===== src/logic/core_pkg.sv =====
`default_nettype none

package core_pkg;

  localparam int data_width_c     = 32;
  localparam int reg_addr_width_c = 5;
  localparam int imm_width_c      = 16;
  localparam int rf_depth_c       = 2 ** reg_addr_width_c; // x0 included.

  typedef enum logic [2:0] {
    op_add  = 3'd0,
    op_sub  = 3'd1,
    op_and  = 3'd2,
    op_xor  = 3'd3,
    op_addi = 3'd4,
    op_li   = 3'd5
  } opcode_e;

  typedef struct packed {
    opcode_e                     opcode;
    logic [reg_addr_width_c-1:0] rd;
    logic [reg_addr_width_c-1:0] rs1;
    logic [reg_addr_width_c-1:0] rs2;
    logic [imm_width_c-1:0]      imm;
  } instr_t;

  typedef struct packed {
    logic                        v;
    logic [reg_addr_width_c-1:0] addr;
  } rf_read_t;

  typedef struct packed {
    logic                        v;
    logic [reg_addr_width_c-1:0] addr;
    logic [data_width_c-1:0]     data;
  } rf_write_t;

  typedef struct packed {
    logic [reg_addr_width_c-1:0] rd;
    logic [data_width_c-1:0]     value;
  } result_t;

endpackage

`default_nettype wire


===== src/logic/rf_mem_2r1w_sync.sv =====
`timescale 1ns/10ps
`default_nettype none

module rf_mem_2r1w_sync (
  input  logic                                  clk_i,
  input  logic                                  w_v_i,
  input  logic [core_pkg::reg_addr_width_c-1:0] w_addr_i,
  input  logic [core_pkg::data_width_c-1:0]     w_data_i,
  input  logic                                  r0_v_i,
  input  logic [core_pkg::reg_addr_width_c-1:0] r0_addr_i,
  output logic [core_pkg::data_width_c-1:0]     r0_data_o,
  input  logic                                  r1_v_i,
  input  logic [core_pkg::reg_addr_width_c-1:0] r1_addr_i,
  output logic [core_pkg::data_width_c-1:0]     r1_data_o
);

  import core_pkg::*;

  logic [data_width_c-1:0] mem [rf_depth_c]; // contents are undefined at power-up.

  // read data is registered and only moves on a valid read.
  always_ff @(posedge clk_i)
  begin
    if (w_v_i)
    begin
      mem[w_addr_i] <= w_data_i;
    end
    if (r0_v_i)
    begin
      r0_data_o <= mem[r0_addr_i];
    end
    if (r1_v_i)
    begin
      r1_data_o <= mem[r1_addr_i];
    end
  end

endmodule

`default_nettype wire


===== src/logic/regfile.sv =====
`timescale 1ns/10ps
`default_nettype none

module regfile (
  input  logic                                    clk_i,
  input  logic                                    rst_n_i,
  input  core_pkg::rf_read_t [1:0]                rd_port_i,
  input  core_pkg::rf_write_t                     wr_i,
  output logic [1:0][core_pkg::data_width_c-1:0]  rs_data_o
);

  import core_pkg::*;

  logic                              wr_v_eff;   // write after dropping x0.
  logic [data_width_c-1:0]           wr_data_q;  // last write data kept for forwarding.
  logic [1:0]                        mem_rv;
  logic [1:0][reg_addr_width_c-1:0]  mem_raddr;
  logic [1:0][data_width_c-1:0]      mem_rdata;

  assign wr_v_eff = wr_i.v & (wr_i.addr != '0);

  rf_mem_2r1w_sync mem0 (
    .clk_i     (clk_i),
    .w_v_i     (wr_v_eff),
    .w_addr_i  (wr_i.addr),
    .w_data_i  (wr_i.data),
    .r0_v_i    (mem_rv[0]),
    .r0_addr_i (mem_raddr[0]),
    .r0_data_o (mem_rdata[0]),
    .r1_v_i    (mem_rv[1]),
    .r1_addr_i (mem_raddr[1]),
    .r1_data_o (mem_rdata[1])
  );

  always_ff @(posedge clk_i)
  begin
    wr_data_q <= wr_i.data;
  end

  for (genvar i = 0; i < 2; i++)
  begin : g_port
    logic                        fwd;        // same-cycle write to the read address.
    logic                        is_x0;
    logic                        replace;    // write hits the held address.
    logic                        rv_q;
    logic                        fwd_q;
    logic                        zero_q;
    logic [reg_addr_width_c-1:0] addr_q;
    logic [data_width_c-1:0]     fresh_data;
    logic [data_width_c-1:0]     hold_n;
    logic [data_width_c-1:0]     hold_q;

    assign is_x0   = rd_port_i[i].addr == '0;
    assign fwd     = wr_v_eff & rd_port_i[i].v & (rd_port_i[i].addr == wr_i.addr);
    assign replace = wr_v_eff & (addr_q == wr_i.addr);

    // RAM is left idle on a forwarded read or on x0.
    assign mem_rv[i]    = rd_port_i[i].v & ~fwd & ~is_x0;
    assign mem_raddr[i] = rd_port_i[i].addr;

    always_ff @(posedge clk_i or negedge rst_n_i)
    begin
      if (!rst_n_i)
      begin
        rv_q   <= 1'b0;
        fwd_q  <= 1'b0;
        zero_q <= 1'b0;
      end
      else
      begin
        rv_q   <= rd_port_i[i].v;
        fwd_q  <= fwd;
        zero_q <= is_x0;
      end
    end

    assign fresh_data = zero_q ? '0 : (fwd_q ? wr_data_q : mem_rdata[i]);
    assign hold_n     = replace ? wr_i.data : fresh_data;

    always_ff @(posedge clk_i)
    begin
      if (rd_port_i[i].v)
      begin
        addr_q <= rd_port_i[i].addr;
      end
      if (rv_q | replace)
      begin
        hold_q <= hold_n; // refresh keeps stalled operands current.
      end
    end

    assign rs_data_o[i] = rv_q ? fresh_data : hold_q;
  end

endmodule

`default_nettype wire


===== src/logic/issue_stage.sv =====
`timescale 1ns/10ps
`default_nettype none

module issue_stage (
  input  logic                     clk_i,
  input  logic                     rst_n_i,
  input  logic                     in_valid_i,
  input  core_pkg::instr_t         in_instr_i,
  input  logic                     stage_free_i,
  output logic                     in_ready_o,
  output core_pkg::rf_read_t [1:0] rd_port_o,
  output logic                     issue_valid_o,
  output core_pkg::instr_t         issue_instr_o
);

  import core_pkg::*;

  logic                             accept;
  logic [1:0]                       need;        // per-port source use.
  logic [1:0][reg_addr_width_c-1:0] src_addr;
  logic [1:0]                       last_v_q;    // regfile holds a known address.
  logic [1:0][reg_addr_width_c-1:0] last_addr_q;

  assign in_ready_o    = stage_free_i;
  assign accept        = in_valid_i & stage_free_i;
  assign issue_valid_o = accept;
  assign issue_instr_o = in_instr_i;

  assign src_addr[0] = in_instr_i.rs1;
  assign src_addr[1] = in_instr_i.rs2;

  always_comb
  begin
    case (in_instr_i.opcode)
      op_add, op_sub, op_and, op_xor: need = 2'b11;
      op_addi:                        need = 2'b01;
      default:                        need = 2'b00; // li reads nothing.
    endcase
  end

  // the held address is not read again since the regfile refresh keeps it current.
  for (genvar i = 0; i < 2; i++)
  begin : g_rd
    assign rd_port_o[i].v    = accept & need[i]
                               & ~(last_v_q[i] & (last_addr_q[i] == src_addr[i]));
    assign rd_port_o[i].addr = src_addr[i];
  end

  always_ff @(posedge clk_i or negedge rst_n_i)
  begin
    if (!rst_n_i)
    begin
      last_v_q <= '0;
    end
    else
    begin
      last_v_q <= last_v_q | {rd_port_o[1].v, rd_port_o[0].v};
    end
  end

  always_ff @(posedge clk_i)
  begin
    for (int i = 0; i < 2; i++)
    begin
      if (rd_port_o[i].v)
      begin
        last_addr_q[i] <= src_addr[i];
      end
    end
  end

endmodule

`default_nettype wire


===== src/logic/exec_stage.sv =====
`timescale 1ns/10ps
`default_nettype none

module exec_stage (
  input  logic                                   clk_i,
  input  logic                                   rst_n_i,
  input  logic                                   issue_valid_i,
  input  core_pkg::instr_t                       issue_instr_i,
  input  logic [1:0][core_pkg::data_width_c-1:0] rs_data_i,
  input  logic                                   fifo_full_i,
  output logic                                   stage_free_o,
  output core_pkg::rf_write_t                    wr_o,
  output logic                                   push_o,
  output core_pkg::result_t                      result_o
);

  import core_pkg::*;

  logic                    valid_q;
  instr_t                  instr_q;
  logic [data_width_c-1:0] imm_ext;
  logic [data_width_c-1:0] alu_result;

  assign push_o       = valid_q & ~fifo_full_i;
  assign stage_free_o = ~valid_q | push_o; // empty, or draining this cycle.

  assign imm_ext = {{(data_width_c - imm_width_c){instr_q.imm[imm_width_c-1]}}, instr_q.imm};

  always_comb
  begin
    case (instr_q.opcode)
      op_add:  alu_result = rs_data_i[0] + rs_data_i[1];
      op_sub:  alu_result = rs_data_i[0] - rs_data_i[1];
      op_and:  alu_result = rs_data_i[0] & rs_data_i[1];
      op_xor:  alu_result = rs_data_i[0] ^ rs_data_i[1];
      op_addi: alu_result = rs_data_i[0] + imm_ext;
      op_li:   alu_result = imm_ext;
      default: alu_result = '0;
    endcase
  end

  // writeback goes out on the same edge as the push.
  assign wr_o.v    = push_o;
  assign wr_o.addr = instr_q.rd;
  assign wr_o.data = alu_result;

  assign result_o.rd    = instr_q.rd;
  assign result_o.value = alu_result;

  always_ff @(posedge clk_i or negedge rst_n_i)
  begin
    if (!rst_n_i)
    begin
      valid_q <= 1'b0;
    end
    else if (stage_free_o)
    begin
      valid_q <= issue_valid_i;
    end
  end

  always_ff @(posedge clk_i)
  begin
    if (issue_valid_i)
    begin
      instr_q <= issue_instr_i; // only reaches here when the stage is free.
    end
  end

endmodule

`default_nettype wire


===== src/logic/result_fifo.sv =====
`timescale 1ns/10ps
`default_nettype none

module result_fifo #(
  parameter int depth_p = 2
) (
  input  logic              clk_i,
  input  logic              rst_n_i,
  input  logic              push_i,
  input  core_pkg::result_t data_i,
  input  logic              out_ready_i,
  output logic              full_o,
  output logic              out_valid_o,
  output core_pkg::result_t out_result_o
);

  import core_pkg::*;

  localparam int ptr_w_lp = (depth_p > 1) ? $clog2(depth_p) : 1;
  localparam int cnt_w_lp = $clog2(depth_p + 1);

  result_t               mem [depth_p];
  logic [ptr_w_lp-1:0]   wr_ptr_q;
  logic [ptr_w_lp-1:0]   rd_ptr_q;
  logic [cnt_w_lp-1:0]   count_q;
  logic [cnt_w_lp-1:0]   count_n;
  logic                  push;
  logic                  pop;

  assign out_valid_o  = count_q != '0;
  assign out_result_o = mem[rd_ptr_q];

  assign push = push_i & ~full_o;        // a push is ignored while full.
  assign pop  = out_valid_o & out_ready_i;

  always_comb
  begin
    count_n = count_q;
    if (push & ~pop)
    begin
      count_n = count_q + 1'b1;
    end
    else if (pop & ~push)
    begin
      count_n = count_q - 1'b1;
    end
  end

  always_ff @(posedge clk_i or negedge rst_n_i)
  begin
    if (!rst_n_i)
    begin
      wr_ptr_q <= '0;
      rd_ptr_q <= '0;
      count_q  <= '0;
      full_o   <= 1'b0;
    end
    else
    begin
      if (push)
      begin
        wr_ptr_q <= (wr_ptr_q == ptr_w_lp'(depth_p - 1)) ? '0 : wr_ptr_q + 1'b1;
      end
      if (pop)
      begin
        rd_ptr_q <= (rd_ptr_q == ptr_w_lp'(depth_p - 1)) ? '0 : rd_ptr_q + 1'b1;
      end
      count_q <= count_n;
      full_o  <= count_n == cnt_w_lp'(depth_p);
    end
  end

  always_ff @(posedge clk_i)
  begin
    if (push)
    begin
      mem[wr_ptr_q] <= data_i;
    end
  end

endmodule

`default_nettype wire


===== src/logic/exec_slice_top.sv =====
`timescale 1ns/10ps
`default_nettype none

module exec_slice_top #(
  parameter int fifo_depth_p = 2
) (
  input  logic              clk_i,
  input  logic              rst_n_i,
  input  logic              in_valid_i,
  input  core_pkg::instr_t  in_instr_i,
  output logic              in_ready_o,
  output logic              out_valid_o,
  output core_pkg::result_t out_result_o,
  input  logic              out_ready_i
);

  import core_pkg::*;

  logic                         stage_free;
  logic                         issue_valid;
  instr_t                       issue_instr;
  rf_read_t [1:0]               rd_port;
  logic [1:0][data_width_c-1:0] rs_data;
  rf_write_t                    wr;
  logic                         push;
  result_t                      result;
  logic                         fifo_full;

  issue_stage issue0 (
    .clk_i         (clk_i),
    .rst_n_i       (rst_n_i),
    .in_valid_i    (in_valid_i),
    .in_instr_i    (in_instr_i),
    .stage_free_i  (stage_free),
    .in_ready_o    (in_ready_o),
    .rd_port_o     (rd_port),
    .issue_valid_o (issue_valid),
    .issue_instr_o (issue_instr)
  );

  regfile regfile0 (
    .clk_i     (clk_i),
    .rst_n_i   (rst_n_i),
    .rd_port_i (rd_port),
    .wr_i      (wr),
    .rs_data_o (rs_data)
  );

  exec_stage exec0 (
    .clk_i         (clk_i),
    .rst_n_i       (rst_n_i),
    .issue_valid_i (issue_valid),
    .issue_instr_i (issue_instr),
    .rs_data_i     (rs_data),
    .fifo_full_i   (fifo_full),
    .stage_free_o  (stage_free),
    .wr_o          (wr),
    .push_o        (push),
    .result_o      (result)
  );

  result_fifo #(
    .depth_p (fifo_depth_p)
  ) fifo0 (
    .clk_i        (clk_i),
    .rst_n_i      (rst_n_i),
    .push_i       (push),
    .data_i       (result),
    .out_ready_i  (out_ready_i),
    .full_o       (fifo_full),
    .out_valid_o  (out_valid_o),
    .out_result_o (out_result_o)
  );

endmodule

`default_nettype wire


===== config.mk =====
export PLATFORM = sky130hd
export DESIGN_NAME = exec_slice_top
export DESIGN_NICKNAME = d
export VERILOG_FILES = /design/src/logic/core_pkg.sv /design/src/logic/rf_mem_2r1w_sync.sv /design/src/logic/regfile.sv /design/src/logic/issue_stage.sv /design/src/logic/exec_stage.sv /design/src/logic/result_fifo.sv /design/src/logic/exec_slice_top.sv
export SDC_FILE = /design/constraint.sdc
export NUM_CORES = 2
export LEC_CHECK = 0
export ABC_AREA = 1
export BUFFER_PORTS_ARGS = -buffer_cell sky130_fd_sc_hd__buf_2
export CORE_AREA = 10 10 530 532
export DETAILED_ROUTE_END_ITERATION = 8
export DIE_AREA = 0 0 540 542
export REMOVE_ABC_BUFFERS = 1
export SKIP_LAST_GASP = 1
export SYNTH_ARGS = -nofsm -noshare
export SYNTH_HDL_FRONTEND = slang
export SYNTH_HIERARCHICAL = 1
export SYNTH_SLANG_ARGS = --single-unit

===== constraint.sdc =====
create_clock -name clk_i -period 9.1 [get_ports clk_i]
set_input_delay 1.82 -clock clk_i [delete_from_list [all_inputs] [get_ports clk_i]]
set_output_delay 1.82 -clock clk_i [all_outputs]
set_load 0.02 [all_outputs]

Yosys cells after proc, flatten, opt, wreduce, memory -nomap -nowiden
Memory sizes are Yosys's and may differ from the RTL's. A register that Yosys moved wholly into a read port is not among the register bits.
Cells that the tools add are included.
{"block": "classes", "add_sub_neg": 7, "eq_ne": 16, "mux": 18, "bitwise": 39, "reduce_logical": 7}
{"cell": "two-way mux 32 bit", "n": 8}
{"cell": "one-hot mux 32 bit (6 select lines)", "n": 1}
{"cell": "adder 32 bit", "n": 2}
{"cell": "AND 32 bit", "n": 1}
{"cell": "subtractor 32 bit", "n": 1}
{"cell": "bitwise XOR 32 bit", "n": 1}
{"cell": "== test 5 bit", "n": 6}
{"cell": "AND 1 bit", "n": 23}
{"cell": "== test 3 x 2 -> 1 bit (second input constant)", "n": 4}
{"cell": "logical NOT 5 bit", "n": 2}
{"cell": "NOT 1 bit", "n": 10}
{"cell": "== test 3 bit (second input constant)", "n": 3}
{"cell": "== test 3 x 1 -> 1 bit (second input constant)", "n": 2}
{"cell": "logical NOT 3 bit", "n": 2}
{"cell": "two-way mux 1 bit", "n": 6}
{"cell": "nonzero test 5 bit", "n": 1}
{"cell": "two-way mux 2 bit", "n": 2}
{"cell": "one-hot mux 2 bit (2 select lines)", "n": 1}
{"cell": "OR reduction 4 bit", "n": 1}
{"cell": "OR 1 bit", "n": 3}
{"cell": "adder 1 bit (second input constant)", "n": 2}
{"cell": "adder 2 x 1 -> 2 bit (second input constant)", "n": 1}
{"cell": "== test 2 bit (second input constant)", "n": 1}
{"cell": "OR 2 bit", "n": 1}
{"cell": "other kinds (2)", "n": 2}
{"block": "word_totals", "ff_bits": 144, "mem_bits_rw": 1098, "input_bits": 38, "output_inout_bits": 39, "elab_cells": 109, "mem_count": 2}
{"memory": "regfile0.mem0.mem", "words": 32, "width": 32, "rd": 2, "rd_clocked_by_memory_dff": 2, "write_ports": 1, "line_no": "rf_mem_2r1w_sync.sv:19", "source": "logic [data_width_c-1:0] mem [rf_depth_c];"}
{"memory": "fifo0.mem", "words": 2, "width": 37, "rd": 1, "rd_clocked_by_memory_dff": 0, "write_ports": 1, "line_no": "result_fifo.sv:22", "source": "result_t mem [depth_p];"}

Depth between registers and ports, before layout
{"block": "depth", "ltp_word": 11, "depth_mapped": 37, "mapped_depth_nobuf": 34}

By module
Netlist, hierarchy kept.
{"mod": "rf_mem_2r1w_sync", "instances": 1, "cells_per_inst": 5999, "area_per_inst_um2": 54447.2}
{"mod": "regfile", "instances": 1, "cells_per_inst": 836, "area_per_inst_um2": 6218.5}
{"mod": "exec_stage", "instances": 1, "cells_per_inst": 864, "area_per_inst_um2": 5408.9}
{"mod": "result_fifo", "instances": 1, "cells_per_inst": 230, "area_per_inst_um2": 2996.6}
{"mod": "issue_stage", "instances": 1, "cells_per_inst": 122, "area_per_inst_um2": 944.7}

Least setup slack after synthesis
No wires, ideal clock.
{"block": "synth_path", "path_type": "input -> register", "startpoint": "in in_instr_i[21] (netlist name)", "endpoint": "reg regfile0/mem0/r0_data_o[0] (netlist name), read port of regfile0.mem0.mem, enable pin", "setup_time_ps": 421, "arrival_ps": 3956, "slack_ps": 4723, "path_stages": 12, "n_path_buf": 0, "cell_sequence": "inv_1 > nand2_1 > nand2_1 > nor2_1 > nand3_1 > nand2_1 > inv_1 > o21ai_0 > nor2_1 > nand3_1 > nor2_1 > nor2_1"}
{"element": "from (decl)", "line_no": "exec_slice_top.sv:10", "source": "input core_pkg::instr_t in_instr_i,"}
{"element": "to (decl)", "line_no": "rf_mem_2r1w_sync.sv:11", "source": "output logic [core_pkg::data_width_c-1:0] r0_data_o,"}

==> Implementation_results.wiki <==
{| class="wikitable"
! Metric !! Value
|-
| I/O pin count || 77
|-
| Max-cap viol count || 0
|-
| CTS tree || done
|-
| Register clock-pin slew on the reported worst setup and hold paths || around 0.060 ns
|-
| Worst min-delay path class || reg2reg
|-
| Worst slew margin || -0.153
|-
| Largest net degree at the start of global routing || 276
|-
| Total number of vias || just under 60000
|-
| Fillers || ~28000
|-
| # rows || 191
|-
| CTS Buf Count || approximately 150
|-
| Final critical delay including setup and external delays || 6.24 ns
|-
| Routed Wire Length || approximately 260000 um
|-
| Average instance area after synthesis || between 8 and 9 sq um
|-
| Critical Path Slowest Stage Cell || sky130_fd_sc_hd__o21ai_4
|-
| Total congestion overflow after global routing || 0
|-
| Crit-path most repeated cell || sky130_fd_sc_hd__nand2_1
|-
| Number of antenna violations at the first check in global routing || 8
|-
| Per-cell routed wire length || about 22 um
|-
| Switching power || 0.00626 W
|-
| Postcts setup bufs || 0
|-
| Worst path setup slack after routing || approximately 2.9 ns
|-
| Power Dens Cells || around 240 nW/um^2
|-
| Hold violation count in the final report || 0
|-
| CTS Buffer Depth || 3
|-
| Part of the power in registers || 0.443
|-
| Pre-CTS setup slack || slightly above 3 ns
|-
| Count of H-tree levels built during CTS || 4
|-
| Number of DRC markers in iteration 0 || ~7300
|-
| First-pass GRT wire length || 372000 um
|-
| Post-detailed-route via-to-cell ratio || roughly 5.1
|-
| Number of nets still failing antenna checks after routing || 0
|-
| Final cycle utilization of the critical path || 0.686
|-
| Setup TNS || 0 ns
|-
| Internal Power || around 0.012 W
|-
| Input/output buffers || 76
|-
| Largest delay share family, worst path || simple AND/OR/NAND/NOR gates
|-
| Critical path capture point type || register
|-
| Post-Route Skew || approximately 0.024 ns
|-
| Worst path buffer plus inverter count || 4
|-
| Switching Fraction || 0.343
|-
| Final count of pins violating max slew || roughly 180
|-
| Final Net Count || ~7900
|-
| Post-Synthesis Cells || between 8000 and 9000
|-
| Width of the chip || 540 um
|-
| HPWL reported at the end of detailed placement || between 100000 and 150000 um
|-
| Worst endpoint data arrival time || 6.90 ns
|-
| Most frequent cells in the layout || sky130_fd_sc_hd__nand2_1, sky130_fd_sc_hd__nand3_1, sky130_fd_sc_hd__edfxtp_1, sky130_fd_sc_hd__clkbuf_16, sky130_fd_sc_hd__a21oi_1
|-
| Area overhead of the layout relative to synthesis || 9.82%
|-
| Quantity of gates resized following cts || 0
|-
| Total number of yosys warnings || 6
|-
| Largest stage delay, worst path || 0.99 ns
|-
| Worst IR Drop VDD || 184 uV
|-
| Starting density of the core || 0.259
|-
| Max frequency || 0.160 GHz
|-
| TritonCTS sink count || between 1000 and 1500
|-
| Crit path launch type || register
|-
| Library cell used as clock root buffer || sky130_fd_sc_hd__clkbuf_16
|-
| Final weighted congestion of routability-driven global placement || 0.975
|-
| CP max FO || 37
|-
| Share of layout cells above drive strength 1 || 0.0654
|-
| Comb pwr share || 0.249
|-
| Setup violations, final || 0
|-
| Number of buffers inserted for hold repair after clock tree synthesis || 0
|-
| Critical Path RT || ~9.8 ns
|-
| Floorplan core area || ~270000 sq um
|-
| Transition time at the pin with the least slew margin || 1.73 ns
|-
| Detailed Routing Iterations Pass 1 || 7
|-
| Post-route standard cell area excluding fillers || around 77000 sq um
|-
| Clock network fraction of total power || 0.308
|-
| Later-pin clock latency in the skew report || about 0.80 ns
|-
| DRC viols || 0
|-
| Failing checks || max-slew violations
|-
| Vertical extent of the die || 542 um
|-
| Area after DPL || between 70000 and 80000 sq um
|-
| Static leakage || a little over 30 nW
|-
| RSZ-0062 raised after global routing || false
|-
| Area of the die || a little under 300000 sq um
|-
| Overall global routing resource usage || 0.167
|-
| Critical setup path kind || reg2reg
|-
| Most common library cell in the layout ignoring fill and taps || sky130_fd_sc_hd__nand2_1
|-
| Vias in the first global route || between 50000 and 60000
|-
| Synthesized area || about 70000 sq um
|-
| Result of the run || finished, violations left
|}
[per-stage QoR]
stage | util | power [W] | hold WS (ns) | std cells
finish | 0.284 | 0.0182 | 0.478 | 11500
global route | 0.284 | 0.0189 | 0.495 | 11500
CTS | 0.284 | 0.0182 | 0.483 | 11500
detailed placement | 0.268 | 0.0126 | 0.467 | 11200
global placement | 0.268 | 0.0126 | 0.457 | 11200
floorplan | - | 0.0105 | 0.434 | 7439
[path summary, 6_finish.rpt]
check                                    startpoint                            end  slack, ns  cells past startpoint
min in group asynchronous                   rst_n_i             issue0/last_v_q[0]       0.93                      1
max in group asynchronous                   rst_n_i             issue0/last_v_q[1]       7.90                      1
hold reg to reg                  issue0/last_v_q[1]             issue0/last_v_q[1]       0.48                      1
setup / recovery           regfile0/g_port[1].fwd_q  regfile0/g_port[0].hold_q[21]       2.86                     29
hold / removal                   issue0/last_v_q[1]             issue0/last_v_q[1]       0.48                      1
setup reg to reg           regfile0/g_port[1].fwd_q  regfile0/g_port[0].hold_q[21]       2.86                     29
[per-layer routing]
| layer | vias up | GRT usage | wire length, um | share of wire |
|---|---|---|---|---|
| met5 | - | 0 | 34 | 0.00013 |
| met4 | 6 | 0.0745 | 11900 | 0.046 |
| met3 | 630 | 0.0382 | 29200 | 0.11 |
| met2 | 3496 | 0.260 | 114000 | 0.44 |
| met1 | 28100 | 0.221 | 103000 | 0.40 |
| li1 | 26600 | - | - | - |
[state kept, by name (all words and copies together), names as in the netlist]
name                     cells
exec0/imm_ext               16
exec0/instr_q                3
exec0/result_o               5
exec0/valid_q                1
fifo0/count_q                2
fifo0/full_o                 1
fifo0/mem                   74
fifo0/rd_ptr_q               1
fifo0/wr_ptr_q               1
issue0/last_addr_q          10
issue0/last_v_q              2
regfile0/g_port.addr_q      10
regfile0/g_port.fwd_q        2
regfile0/g_port.hold_q      64
regfile0/g_port.rv_q         2
regfile0/g_port.zero_q       2
regfile0/mem0/mem         1024
regfile0/mem0/r0_data_o     32
regfile0/mem0/r1_data_o     32
regfile0/wr_data_q          32
[layout make-up]
type                    instances  area (sq um)  share of cell area
diodes                          4          10.0            0.000130
clock buffers                 193          3980              0.0518
clock inverters                72           473             0.00616
inverters                     147           634             0.00826
multi-input cells            5976         26600               0.347
flip-flops and latches       1316         39100               0.509
well taps                    3570          4470              0.0582
repair buffers                202          1500              0.0195
[power groups by stage]
stage | Sequential [W] | Combinational, W | Clock (W)
final | 0.00808 | 0.00455 | 0.00562
after CTS | 0.00807 | 0.00444 | 0.00568
after floorplan | 0.00818 | 0.00230 | 0
after global placement | 0.00819 | 0.00443 | 0
after detailed placement | 0.00820 | 0.00443 | 0
after global routing | 0.00811 | 0.00486 | 0.00593
Power figures use the tool's default switching activity.
